File: config.mk
export PLATFORM = sky130hd
export DESIGN_NAME = rom_system
export DESIGN_NICKNAME = d
export VERILOG_FILES = /design/src/hw/rom_map_pkg.sv /design/src/hw/rom_loader.sv /design/src/hw/rom_slot_cache.sv /design/src/hw/sdram_read_arbiter.sv /design/src/hw/rom_system.sv
export SDC_FILE = /design/constraint.sdc
export NUM_CORES = 1
export LEC_CHECK = 0
export ABC_AREA = 1
export BUFFER_PORTS_ARGS = -buffer_cell sky130_fd_sc_hd__clkbuf_2
export CORE_MARGIN = 4
export CORE_UTILIZATION = 60
export DETAILED_ROUTE_END_ITERATION = 8
export GPL_TIMING_DRIVEN = 0
export PLACE_DENSITY = 0.85
export SLEW_MARGIN = 20
export SYNTH_ARGS = -nofsm -noshare
export SYNTH_HDL_FRONTEND = slang
export SYNTH_SLANG_ARGS = --single-unit
File: constraint.sdc
create_clock -name clk -period 5.9 [get_ports clk]
set_input_delay 0.295 -clock clk [delete_from_list [all_inputs] [get_ports clk]]
set_output_delay 0.295 -clock clk [all_outputs]
set_load 0.005 [all_outputs]
File: src/hw/rom_map_pkg.sv
// Memory map and shared types of the ROM subsystem
// Download order is main, char, obj. Bytes past ROM_END are not stored
// SDRAM addresses count 16-bit words, a read returns the even word in bits 15:0
`default_nettype none

package rom_map_pkg;

    typedef logic [21:0] sdram_addr_t;  // 16-bit word units
    typedef logic [31:0] sdram_word_t;  // Two words, even one low
    typedef logic [21:0] dl_addr_t;     // Download byte address

    // Client payloads
    typedef logic [7:0]  rom_byte_t;
    typedef logic [15:0] rom_half_t;

    // Regions in the download file, byte addresses
    localparam dl_addr_t MAIN_START = 22'h000000;
    localparam dl_addr_t CHAR_START = 22'h040000;
    localparam dl_addr_t OBJ_START  = 22'h060000;
    localparam dl_addr_t ROM_END    = 22'h160000;

    // Same regions seen from the SDRAM side
    localparam sdram_addr_t MAIN_OFFSET = MAIN_START >> 1;
    localparam sdram_addr_t CHAR_OFFSET = CHAR_START >> 1;
    localparam sdram_addr_t OBJ_OFFSET  = OBJ_START >> 1;

    localparam int MAIN_AW = 18;  // Bytes
    localparam int CHAR_AW = 17;  // Bytes
    localparam int OBJ_AW  = 19;  // Halfwords

    localparam int SLOT_COUNT = 3;
    localparam int SLOT_W     = $clog2(SLOT_COUNT);

    typedef logic [SLOT_W-1:0] slot_idx_t;

    // Lower index wins arbitration
    localparam slot_idx_t SLOT_MAIN = 0;
    localparam slot_idx_t SLOT_CHAR = 1;
    localparam slot_idx_t SLOT_OBJ  = 2;

    typedef struct packed {
        logic        req;
        sdram_addr_t word_addr;  // Always even
    } slot_req_t;

    typedef struct packed {
        logic        valid;  // One-cycle strobe
        sdram_word_t data;
    } slot_fill_t;

    typedef struct packed {
        sdram_addr_t addr;
        logic [7:0]  data;
        logic [1:0]  mask;   // Set bit leaves that byte untouched
    } prog_t;

endpackage

`default_nettype wire

File: src/hw/rom_loader.sv
// Turns download bytes into SDRAM programming writes and holds the game in reset
// One write in flight, a new ioctl_wr replaces a write that was not yet acked
// Only bytes below ROM_END reach the SDRAM
`timescale 1ns/100ps
`default_nettype none

module rom_loader (
    input  wire logic                  clk,
    input  wire logic                  reset,
    input  wire logic                  downloading,
    input  wire logic                  ioctl_wr,
    input  wire rom_map_pkg::dl_addr_t ioctl_addr,
    input  wire logic [7:0]            ioctl_data,
    input  wire logic                  sdram_ack,
    output rom_map_pkg::prog_t         prog,
    output logic                       prog_we,
    output logic                       game_reset
);

    logic in_range;
    logic reset_hold;   // First stage of the release delay

    assign in_range = ioctl_addr < rom_map_pkg::ROM_END;

    // Write strobe, held until the SDRAM takes it
    always_ff @(posedge clk) begin
        if (reset) begin
            prog_we <= 1'b0;
        end else begin
            if (ioctl_wr && in_range) begin
                prog_we <= 1'b1;
            end else if (sdram_ack) begin
                prog_we <= 1'b0;
            end
        end
    end

    // Payload of the write
    always_ff @(posedge clk) begin
        if (ioctl_wr && in_range) begin
            prog.addr <= ioctl_addr >> 1;
            prog.data <= ioctl_data;
            // Even byte goes low, so the high byte is masked
            prog.mask <= ioctl_addr[0] ? 2'b01 : 2'b10;
        end
    end

    // Game released two clocks after the download ends
    always_ff @(posedge clk) begin
        if (reset || downloading) begin
            reset_hold <= 1'b1;
            game_reset <= 1'b1;
        end else begin
            reset_hold <= 1'b0;
            game_reset <= reset_hold;
        end
    end

endmodule

`default_nettype wire

File: src/hw/rom_slot_cache.sv
// One ROM client slot caching the last 32-bit SDRAM word it read
// payload_t must be 8 or 16 bits wide, sub-word picked little-endian
// Client keeps cs and addr stable until ok, reset flushes the cached word
`timescale 1ns/100ps
`default_nettype none

module rom_slot_cache #(
    parameter type payload_t = logic [7:0],
    parameter int  AW        = 18
) (
    input  wire logic                     clk,
    input  wire logic                     reset,
    input  wire logic                     cs,
    input  wire logic [AW-1:0]            addr,
    output logic                          ok,
    output payload_t                      data,
    output rom_map_pkg::slot_req_t        req,
    input  wire rom_map_pkg::slot_fill_t  fill,
    input  wire rom_map_pkg::sdram_addr_t offset
);

    localparam int PW    = $bits(payload_t);
    localparam int SEL_W = $clog2(32 / PW);   // Payloads per word, as index bits

    rom_map_pkg::sdram_word_t cached_word;
    rom_map_pkg::sdram_addr_t cached_addr;
    logic                     cached_valid;

    logic                     req_pending;
    rom_map_pkg::sdram_addr_t req_addr;

    rom_map_pkg::sdram_addr_t word_addr;
    rom_map_pkg::sdram_word_t view_word;
    rom_map_pkg::sdram_addr_t view_addr;
    logic                     view_valid;
    logic                     hit;
    logic                     start_miss;
    logic [SEL_W-1:0]         sel;

    assign sel = addr[SEL_W-1:0];

    // Even SDRAM address of the 32-bit word holding addr
    assign word_addr = offset + rom_map_pkg::sdram_addr_t'({addr[AW-1:SEL_W], 1'b0});

    // Fill word is usable in its own cycle
    assign view_word  = fill.valid ? fill.data : cached_word;
    assign view_addr  = fill.valid ? req_addr : cached_addr;
    assign view_valid = fill.valid || cached_valid;

    assign hit        = view_valid && (view_addr == word_addr);
    assign start_miss = cs && !hit && !req_pending;

    assign req = '{req: req_pending, word_addr: req_addr};

    always_ff @(posedge clk) begin
        if (reset) begin
            ok           <= 1'b0;
            req_pending  <= 1'b0;
            cached_valid <= 1'b0;
        end else begin
            ok <= cs && hit;
            if (fill.valid) begin
                cached_valid <= 1'b1;
                req_pending  <= 1'b0;
            end else if (start_miss) begin
                req_pending <= 1'b1;   // Held until the fill strobe
            end
        end
    end

    always_ff @(posedge clk) begin
        data <= payload_t'(view_word[sel*PW +: PW]);
        if (fill.valid) begin
            cached_word <= fill.data;
            cached_addr <= req_addr;
        end
        if (start_miss) begin
            req_addr <= word_addr;
        end
    end

endmodule

`default_nettype wire

File: src/hw/sdram_read_arbiter.sv
// Fixed-priority arbiter for slot misses on the SDRAM read port
// Slot 0 has the highest priority, one read in flight at a time
// The word comes with the first data_rdy after sdram_ack
`timescale 1ns/100ps
`default_nettype none

module sdram_read_arbiter (
    input  wire logic                     clk,
    input  wire logic                     reset,
    input  wire rom_map_pkg::slot_req_t   reqs  [rom_map_pkg::SLOT_COUNT],
    output rom_map_pkg::slot_fill_t       fills [rom_map_pkg::SLOT_COUNT],
    output logic                          sdram_req,
    output rom_map_pkg::sdram_addr_t      sdram_addr,
    input  wire logic                     sdram_ack,
    input  wire logic                     data_rdy,
    input  wire rom_map_pkg::sdram_word_t data_read
);

    typedef enum logic [1:0] {
        IDLE,
        REQ,   // sdram_req up, waiting for ack
        WAIT   // Acked, waiting for data_rdy
    } state_t;

    state_t                 state;
    rom_map_pkg::slot_idx_t grant;
    rom_map_pkg::slot_idx_t pick;
    logic                   any_req;

    // Lowest requesting index
    always_comb begin
        any_req = 1'b0;
        pick    = '0;
        for (int i = rom_map_pkg::SLOT_COUNT - 1; i >= 0; i--) begin
            if (reqs[i].req) begin
                any_req = 1'b1;
                pick    = rom_map_pkg::slot_idx_t'(i);
            end
        end
    end

    always_ff @(posedge clk) begin
        if (reset) begin
            state     <= IDLE;
            sdram_req <= 1'b0;
            grant     <= '0;
        end else begin
            case (state)
                IDLE: begin
                    if (any_req) begin
                        state     <= REQ;
                        sdram_req <= 1'b1;
                        grant     <= pick;
                    end
                end
                REQ: begin
                    if (sdram_ack) begin
                        state     <= WAIT;
                        sdram_req <= 1'b0;
                    end
                end
                WAIT: begin
                    if (data_rdy) begin
                        state <= IDLE;   // Slot drops req on this edge
                    end
                end
                default: state <= IDLE;
            endcase
        end
    end

    // Address stays put until the next grant
    always_ff @(posedge clk) begin
        if (state == IDLE && any_req) begin
            sdram_addr <= reqs[pick].word_addr;
        end
    end

    // Fill goes out in the data_rdy cycle, to the granted slot only
    always_comb begin
        for (int i = 0; i < rom_map_pkg::SLOT_COUNT; i++) begin
            fills[i].valid = (state == WAIT) && data_rdy &&
                             (grant == rom_map_pkg::slot_idx_t'(i));
            fills[i].data  = data_read;
        end
    end

endmodule

`default_nettype wire

File: src/hw/rom_system.sv
// ROM subsystem top: download path, game reset and three cached ROM slots
// SDRAM ack is shared, reads only run once game_reset is low
// so they never overlap a programming write
`timescale 1ns/100ps
`default_nettype none

module rom_system (
    input  wire logic                              clk,
    input  wire logic                              reset,
    // Download port
    input  wire logic                              downloading,
    input  wire rom_map_pkg::dl_addr_t             ioctl_addr,
    input  wire logic [7:0]                        ioctl_data,
    input  wire logic                              ioctl_wr,
    output rom_map_pkg::prog_t                     prog,
    output logic                                   prog_we,
    output logic                                   game_reset,
    // SDRAM read port
    output logic                                   sdram_req,
    output rom_map_pkg::sdram_addr_t               sdram_addr,
    input  wire logic                              sdram_ack,
    input  wire logic                              data_rdy,
    input  wire rom_map_pkg::sdram_word_t          data_read,
    // Main CPU code
    input  wire logic                              main_cs,
    input  wire logic [rom_map_pkg::MAIN_AW-1:0]   main_addr,
    output logic                                   main_ok,
    output logic [7:0]                             main_data,
    // Characters
    input  wire logic                              char_cs,
    input  wire logic [rom_map_pkg::CHAR_AW-1:0]   char_addr,
    output logic                                   char_ok,
    output logic [7:0]                             char_data,
    // Objects, halfword addressed
    input  wire logic                              obj_cs,
    input  wire logic [rom_map_pkg::OBJ_AW-1:0]    obj_addr,
    output logic                                   obj_ok,
    output logic [15:0]                            obj_data
);

    rom_map_pkg::slot_req_t  reqs  [rom_map_pkg::SLOT_COUNT];
    rom_map_pkg::slot_fill_t fills [rom_map_pkg::SLOT_COUNT];

    rom_loader u_loader (
        .clk         ( clk         ),
        .reset       ( reset       ),
        .downloading ( downloading ),
        .ioctl_wr    ( ioctl_wr    ),
        .ioctl_addr  ( ioctl_addr  ),
        .ioctl_data  ( ioctl_data  ),
        .sdram_ack   ( sdram_ack   ),
        .prog        ( prog        ),
        .prog_we     ( prog_we     ),
        .game_reset  ( game_reset  )
    );

    rom_slot_cache #(
        .payload_t ( rom_map_pkg::rom_byte_t ),
        .AW        ( rom_map_pkg::MAIN_AW    )
    ) u_main (
        .clk    ( clk                            ),
        .reset  ( game_reset                     ),   // Flushed after each download
        .cs     ( main_cs                        ),
        .addr   ( main_addr                      ),
        .ok     ( main_ok                        ),
        .data   ( main_data                      ),
        .req    ( reqs[rom_map_pkg::SLOT_MAIN]   ),
        .fill   ( fills[rom_map_pkg::SLOT_MAIN]  ),
        .offset ( rom_map_pkg::MAIN_OFFSET       )
    );

    rom_slot_cache #(
        .payload_t ( rom_map_pkg::rom_byte_t ),
        .AW        ( rom_map_pkg::CHAR_AW    )
    ) u_char (
        .clk    ( clk                            ),
        .reset  ( game_reset                     ),
        .cs     ( char_cs                        ),
        .addr   ( char_addr                      ),
        .ok     ( char_ok                        ),
        .data   ( char_data                      ),
        .req    ( reqs[rom_map_pkg::SLOT_CHAR]   ),
        .fill   ( fills[rom_map_pkg::SLOT_CHAR]  ),
        .offset ( rom_map_pkg::CHAR_OFFSET       )
    );

    rom_slot_cache #(
        .payload_t ( rom_map_pkg::rom_half_t ),
        .AW        ( rom_map_pkg::OBJ_AW     )
    ) u_obj (
        .clk    ( clk                            ),
        .reset  ( game_reset                     ),
        .cs     ( obj_cs                         ),
        .addr   ( obj_addr                       ),
        .ok     ( obj_ok                         ),
        .data   ( obj_data                       ),
        .req    ( reqs[rom_map_pkg::SLOT_OBJ]    ),
        .fill   ( fills[rom_map_pkg::SLOT_OBJ]   ),
        .offset ( rom_map_pkg::OBJ_OFFSET        )
    );

    sdram_read_arbiter u_arbiter (
        .clk        ( clk        ),
        .reset      ( game_reset ),
        .reqs       ( reqs       ),
        .fills      ( fills      ),
        .sdram_req  ( sdram_req  ),
        .sdram_addr ( sdram_addr ),
        .sdram_ack  ( sdram_ack  ),
        .data_rdy   ( data_rdy   ),
        .data_read  ( data_read  )
    );

endmodule

`default_nettype wire

Word level (Yosys, flattened, before mapping)
Cells that the tools add are included.

cells by class
  shift-type cells = 3
  equal/unequal tests = 10
  reduce and logical (&&, ||, !) cells = 38
  add/subtract/negate cells = 2
  muxes and demuxes = 25
  bitwise gates (word level) = 1
  $lt $le $gt $ge = 2

operator list
  operator                                              number
  two-way mux 22 bit                                    5
  two-way mux 32 bit                                    3
  variable part select 32 x 6 -> 8 bit                  2
  binary-select mux 23 bit (select 2 bit)               1
  == test 22 bit                                        2
  variable part select 32 x 6 -> 16 bit                 1
  == test 22 x 17 -> 1 bit                              1
  < comparator 22 x 21 -> 1 bit, second input constant  1
  adder 18 x 19 -> 20 bit, first input constant         1
  adder 18 x 16 -> 19 bit, first input constant         1
  logical AND 1 bit                                     18
  two-way mux 2 bit                                     7
  two-way mux 1 bit                                     7
  zero test 1 bit                                       6
  one-hot mux 2 bit (3 select lines)                    1
  AND reduction 3 bit                                   2
  OR reduction 2 bit                                    3
  == test 2 x 1 -> 1 bit, second input constant         2
  == test 2 bit, second input constant                  2
  zero test 2 bit                                       2
  logical OR 1 bit                                      4
  != test 2 bit, second input constant                  2
  nonzero test 2 bit                                    2
  >= comparator 3 bit, second input constant            1
  4 further kinds                                       4

word-level totals
  register bits after elaboration = 324

Depth between registers and ports, before layout
  word-level depth = 9
  gate-level depth with buffers = 15
  depth with buffers taken out = 14

Cells and area by module
From an unflattened synthesis, not the netlist that was laid out.

unflattened totals
  cells, all modules = 2,384
  area total of the unflattened synthesis = 17,730.8 sq um

by module, submodules not included
  module                   cells an instance  times used  area each (sq um)
  rom_slot_cache (u_obj)   685                1           4,924.7
  rom_slot_cache (u_main)  712                1           4,857.2
  rom_slot_cache (u_char)  684                1           4,782.1
  sdram_read_arbiter       250                1           2,097.0
  rom_loader               51                 1           1,062.3
  rom_system               2                  1           7.5

Worst setup path before layout
Ideal clock, no wire load.

  kind = in2reg
  start point = in ioctl_addr[17]
  end point = reg, netlist name u_loader.prog[0]
  setup time = 0.421 ns
  data required time = 5.479 ns
  path slack = 3.572 ns
  data arrival time = 1.908 ns
  stages = 5
  path through = nand2_1 -> inv_1 -> o21ai_0 -> nand2_1 -> nor2_1

on the way
  longest elaborated chain between the ends = 2

ends and longest elaborated chain
  what                           line              RTL
  from (decl)                    rom_system.sv:12  input wire rom_map_pkg::dl_addr_t ioctl_addr,
  < comparator 22 x 21 -> 1 bit  rom_loader.sv:23  assign in_range = ioctl_addr < rom_map_pkg::ROM_END;
  logical AND 1 bit              rom_loader.sv:40  if (ioctl_wr && in_range) begin

No other way between the ends.
A chain may end at the register's enable or synchronous reset.

Worst setup path in the final report
  start point = reg u_arbiter.grant[1]
  end point = reg u_obj.req_addr[13] (enable)

on the way
  longest elaborated chain between the ends = 8
  elaborated cells between the ends (all ways) = 9
  classes of those cells = 2 x eq/ne; 1 x mux; 6 x reduce/logical

ends and longest elaborated chain
  what                              line                      RTL
  from (decl)                       sdram_read_arbiter.sv:26  rom_map_pkg::slot_idx_t grant;
  from (signal assigned)            sdram_read_arbiter.sv:53  grant <= pick;
  == test 2 bit *                   sdram_read_arbiter.sv:83  (grant == rom_map_pkg::slot_idx_t'(i));
  logical AND 1 bit *               sdram_read_arbiter.sv:82  fills[i].valid = (state == WAIT) && data_rdy &&
  two-way mux 22 bit                rom_slot_cache.sv:47      assign view_addr = fill.valid ? req_addr : cached_addr;
  == test 22 bit                    rom_slot_cache.sv:50      assign hit = view_valid && (view_addr == word_addr);
  logical AND 1 bit *               rom_slot_cache.sv:50
  zero test 1 bit *                 rom_slot_cache.sv:51      assign start_miss = cs && !hit && !req_pending;
  logical AND 1 bit * (2 in a row)  rom_slot_cache.sv:51
  via u_obj.start_miss              rom_slot_cache.sv:37      logic start_miss;
  to (signal assigned)              rom_slot_cache.sv:78      req_addr <= word_addr;
  to (decl)                         rom_slot_cache.sv:30      rom_map_pkg::sdram_addr_t req_addr;

Mark *: on every way through the listed nets, which the timed path passes. The rest lies on a longest branch.

==> summary.md <==
| Metric | Value |
|---|---|
| Status | finished clean |
| Post-synthesis sequential area ratio | 61.0% |
| Final hold viol count | 0 |
| Routed WL | 35900 um |
| Max Slew Vio Count | 0 |
| Die area | 0.0221 mm2 |
| Lkg Pwr | 0.00705 uW |
| 1st-pass router iterations | 6 |
| IO Pins | 217 |
| Worst-Skew Late Latency | 0.56 ns |
| Dpl hpwl | 23000 um |
| Post-route ant nets | 0 |
| WP data arrival | 3.17 ns |
| Synthesized flop and latch total | 311 |
| Syn Inst Count | 1344 |
| Crit path top cell by count | nand2_1 |
| Layout area overhead | 27.4% |
| Synth Cell Area | 0.0118 mm2 |
| Dpl cell area | 0.0133 mm2 |
| Largest net degree at the start of global routing | 20 |
| Resized cells post-CTS | 0 |
| Post-synth EDFFs | 100 |
| CTS Buf Count | 29 |
| Site row count | 51 |
| Clk root buf | clkbuf_16 |
| Hold Slack | 0.00325 ns |
| Die X | 149 um |
| Critical path type | reg -> reg |
| Initial Util | 60.9% |
| YS warnings | 0 |
| Clk buf depth | 3 |
| Final Cell Area | 0.0151 mm2 |
| Tmin final | 2.99 ns |
| Maxcap violations | 0 |
| Worst slew pin tran | 0.851 ns |
| Crit path largest cell delay | 0.63 ns |
| Synth Flop Type | dfxtp_1 |
| Period utilization | 50.7% |
| Critical-path top delay cell | inv_1 |
| Initial antenna violation count | 4 |
| Core area | 0.0195 mm2 |
| Final Total Pwr | 4530 uW |
| Residual DRC | 0 |
| Post-CTS setup buffer count | 0 |
| Nature of the critical path startpoint | register |
| Max_slew headroom | 43.2% |
| Die Y | 149 um |
| GR Util All Layers | 32.0% |
| Synth unique cells | 41 |
| Setup Skew | 0.0128 ns |
| Layout cell share with drive strength beyond 1 | 18.7% |
| Commonest non-fill, non-tap cell in the layout | nand2_1 |
| Clk pin slew, worst setup/hold paths | 0.06 ns |
| PD cells | 300 mW/mm2 |
| Worst setup EP type | register |
| Routability cong. | 0.923 |
| Fmax | 334 MHz |
| Peak supply drop | 0.240 mV |
| CTS Sinks | 311 |
| First-pass GRT wire length | 55700 um |
| Gr ovfl total | 0 |
| R2r setup slk | 2.91 ns |
| DRT iter0 DRCs | 1096 |
| CTS tree | done |
| Req. time, crit path | 6.08 ns |
| Vias in the first global route | 10900 |
| Most frequent cells in the layout | nand2_1, clkbuf_2, dfxtp_1 |
| Avg WL per Cell | 18.3 um |
| CP Cell Sequence | nand2_1 -> buf_2 -> o21ai_0 -> nand3_1 -> nand2_1 -> nor2_1 -> nand2_1 -> nor2_1 -> nand3_1 -> nand2_1 -> inv_1 |
| Hold_buf cts | 79 |
| Synth async-reset ratio | 0% |
| Via count | 10800 |
| Setup tns final | 0 ns |
| Vias per inst | 5.52 |
| H-tree depth | 1 |
| PortBufs | 211 |
| Final setup violation count | 0 |
| Nets | 1795 |
| Avg Inst Size Synth | 8.82 um2 |
| Worst-path maximum fanout | 19 |
| RSZ-0062 raised after global routing | no |
| Worst Hold Class | in -> reg |
==> layer usage <==
| layer | track usage [%] | up-vias | routed length [um] |
|---|---|---|---|
| li1 | - | 4976 | - |
| met1 | 37.2 | 4987 | 12800 |
| met2 | 55.4 | 679 | 17600 |
| met3 | 5.12 | 175 | 3000 |
| met4 | 20.2 | 2 | 2500 |
| met5 | 0 | - | 8 |
==> synthesized netlist by cell type, types with 5 or more instances <==
| cell type | n | area, um2 |
|---|---|---|
| nand2_1 | 404 | 1520 |
| dfxtp_1 | 211 | 4220 |
| o21ai_0 | 157 | 786 |
| inv_1 | 154 | 578 |
| nor2_1 | 103 | 387 |
| edfxtp_1 | 100 | 3000 |
| nand3_1 | 46 | 230 |
| clkbuf_1 | 22 | 82.6 |
| o22ai_1 | 16 | 100 |
| nand3b_1 | 14 | 105 |
| a31oi_1 | 13 | 81.3 |
| buf_2 | 13 | 65.1 |
| a21oi_1 | 11 | 55.1 |
| nand4_1 | 11 | 68.8 |
| buf_6 | 10 | 113 |
| o21ai_1 | 9 | 45.0 |
| buf_4 | 8 | 60.1 |
| nand2_2 | 5 | 31.3 |
==> layout make-up <==
class | count | area, um2
multi-input cells | 824 | 3720
diodes | 3 | 7.51
fillers | 1140 | 4370
clock inverters | 6 | 62.6
repair buffers | 291 | 1870
inverters | 159 | 599
well taps | 265 | 332
plain buffers | 53 | 320
flip-flops and latches | 311 | 7230
clock buffers | 47 | 947
==> worst paths after layout <==
| kind | from | end | cells past startpoint |
|---|---|---|---|
| worst min-delay path | obj_addr[0] | u_obj.data[14]$_DFF_P_ | 2 |
| worst max register to register | u_arbiter.grant[1]$_SDFFE_PP0P_ | u_obj.req_addr[13]$_DFFE_PP_ | 11 |
| worst max-delay path | u_arbiter.grant[1]$_SDFFE_PP0P_ | u_obj.req_addr[13]$_DFFE_PP_ | 11 |
| worst min register to register | u_loader.reset_hold$_DFF_P_ | u_loader.game_reset$_SDFF_PP1_ | 1 |
==> logic make-up (layout without fill, tap and decap cells) <==
| family | Yosys count | in the layout | share of synthesized area, % |
|---|---|---|---|
| XOR/XNOR | 2 | 2 | 0.148 |
| AND/OR/NAND/NOR | 596 | 596 | 20.9 |
| flip-flops | 311 | 311 | 61.0 |
| adder cells (fa/ha/maj) | 1 | 1 | 0.106 |
| buffers and inverters | 212 | 556 | 7.76 |
| other | 1 | 7 | 0.0316 |
| AO/OA/AOI/OAI | 221 | 221 | 10.1 |
==> critical path, delay by kind of cell (launching register included) <==
kind            cells  cell delay [ns]
compound gates      1             0.28
buf+inv             2             0.95
simple gates        8             0.96
flops               1             0.41
==> flip-flops by register name (all words and copies together), names as in the netlist, 2 cells and up <==
| signal | count |
|---|---|
| u_obj.data | 16 |
| u_main.data | 8 |
| u_char.data | 8 |
| u_obj.req_addr | 19 |
| u_obj.cached_word | 32 |
| u_loader.prog | 31 |
| u_main.cached_addr | 22 |
| u_arbiter.grant | 2 |
| u_arbiter.state | 2 |
| u_char.req_addr | 15 |
| u_char.cached_addr | 22 |
| u_obj.cached_addr | 22 |
| u_arbiter.sdram_addr | 19 |
| u_main.cached_word | 32 |
| u_char.cached_word | 32 |
| u_main.req_addr | 16 |
==> through the flow <==
stage	util, %	setup WS (ns)	instances
3_5_place_dp	68.2	3.08	1824
2_1_floorplan	-	3.57	1347
4_1_cts	77.5	2.97	1956
6_report	77.5	2.91	1959
3_3_place_gp	68.1	2.82	1823
5_1_grt	77.5	2.83	1959
==> power breakdown <==
| group | total, uW | internal [uW] | switching [uW] |
|---|---|---|---|
| sequential | 2300 | 2270 | 27.7 |
| clock | 1950 | 1140 | 807 |
| combinational | 286 | 124 | 162 |
Note: power is estimated with default switching activity, not from simulation.
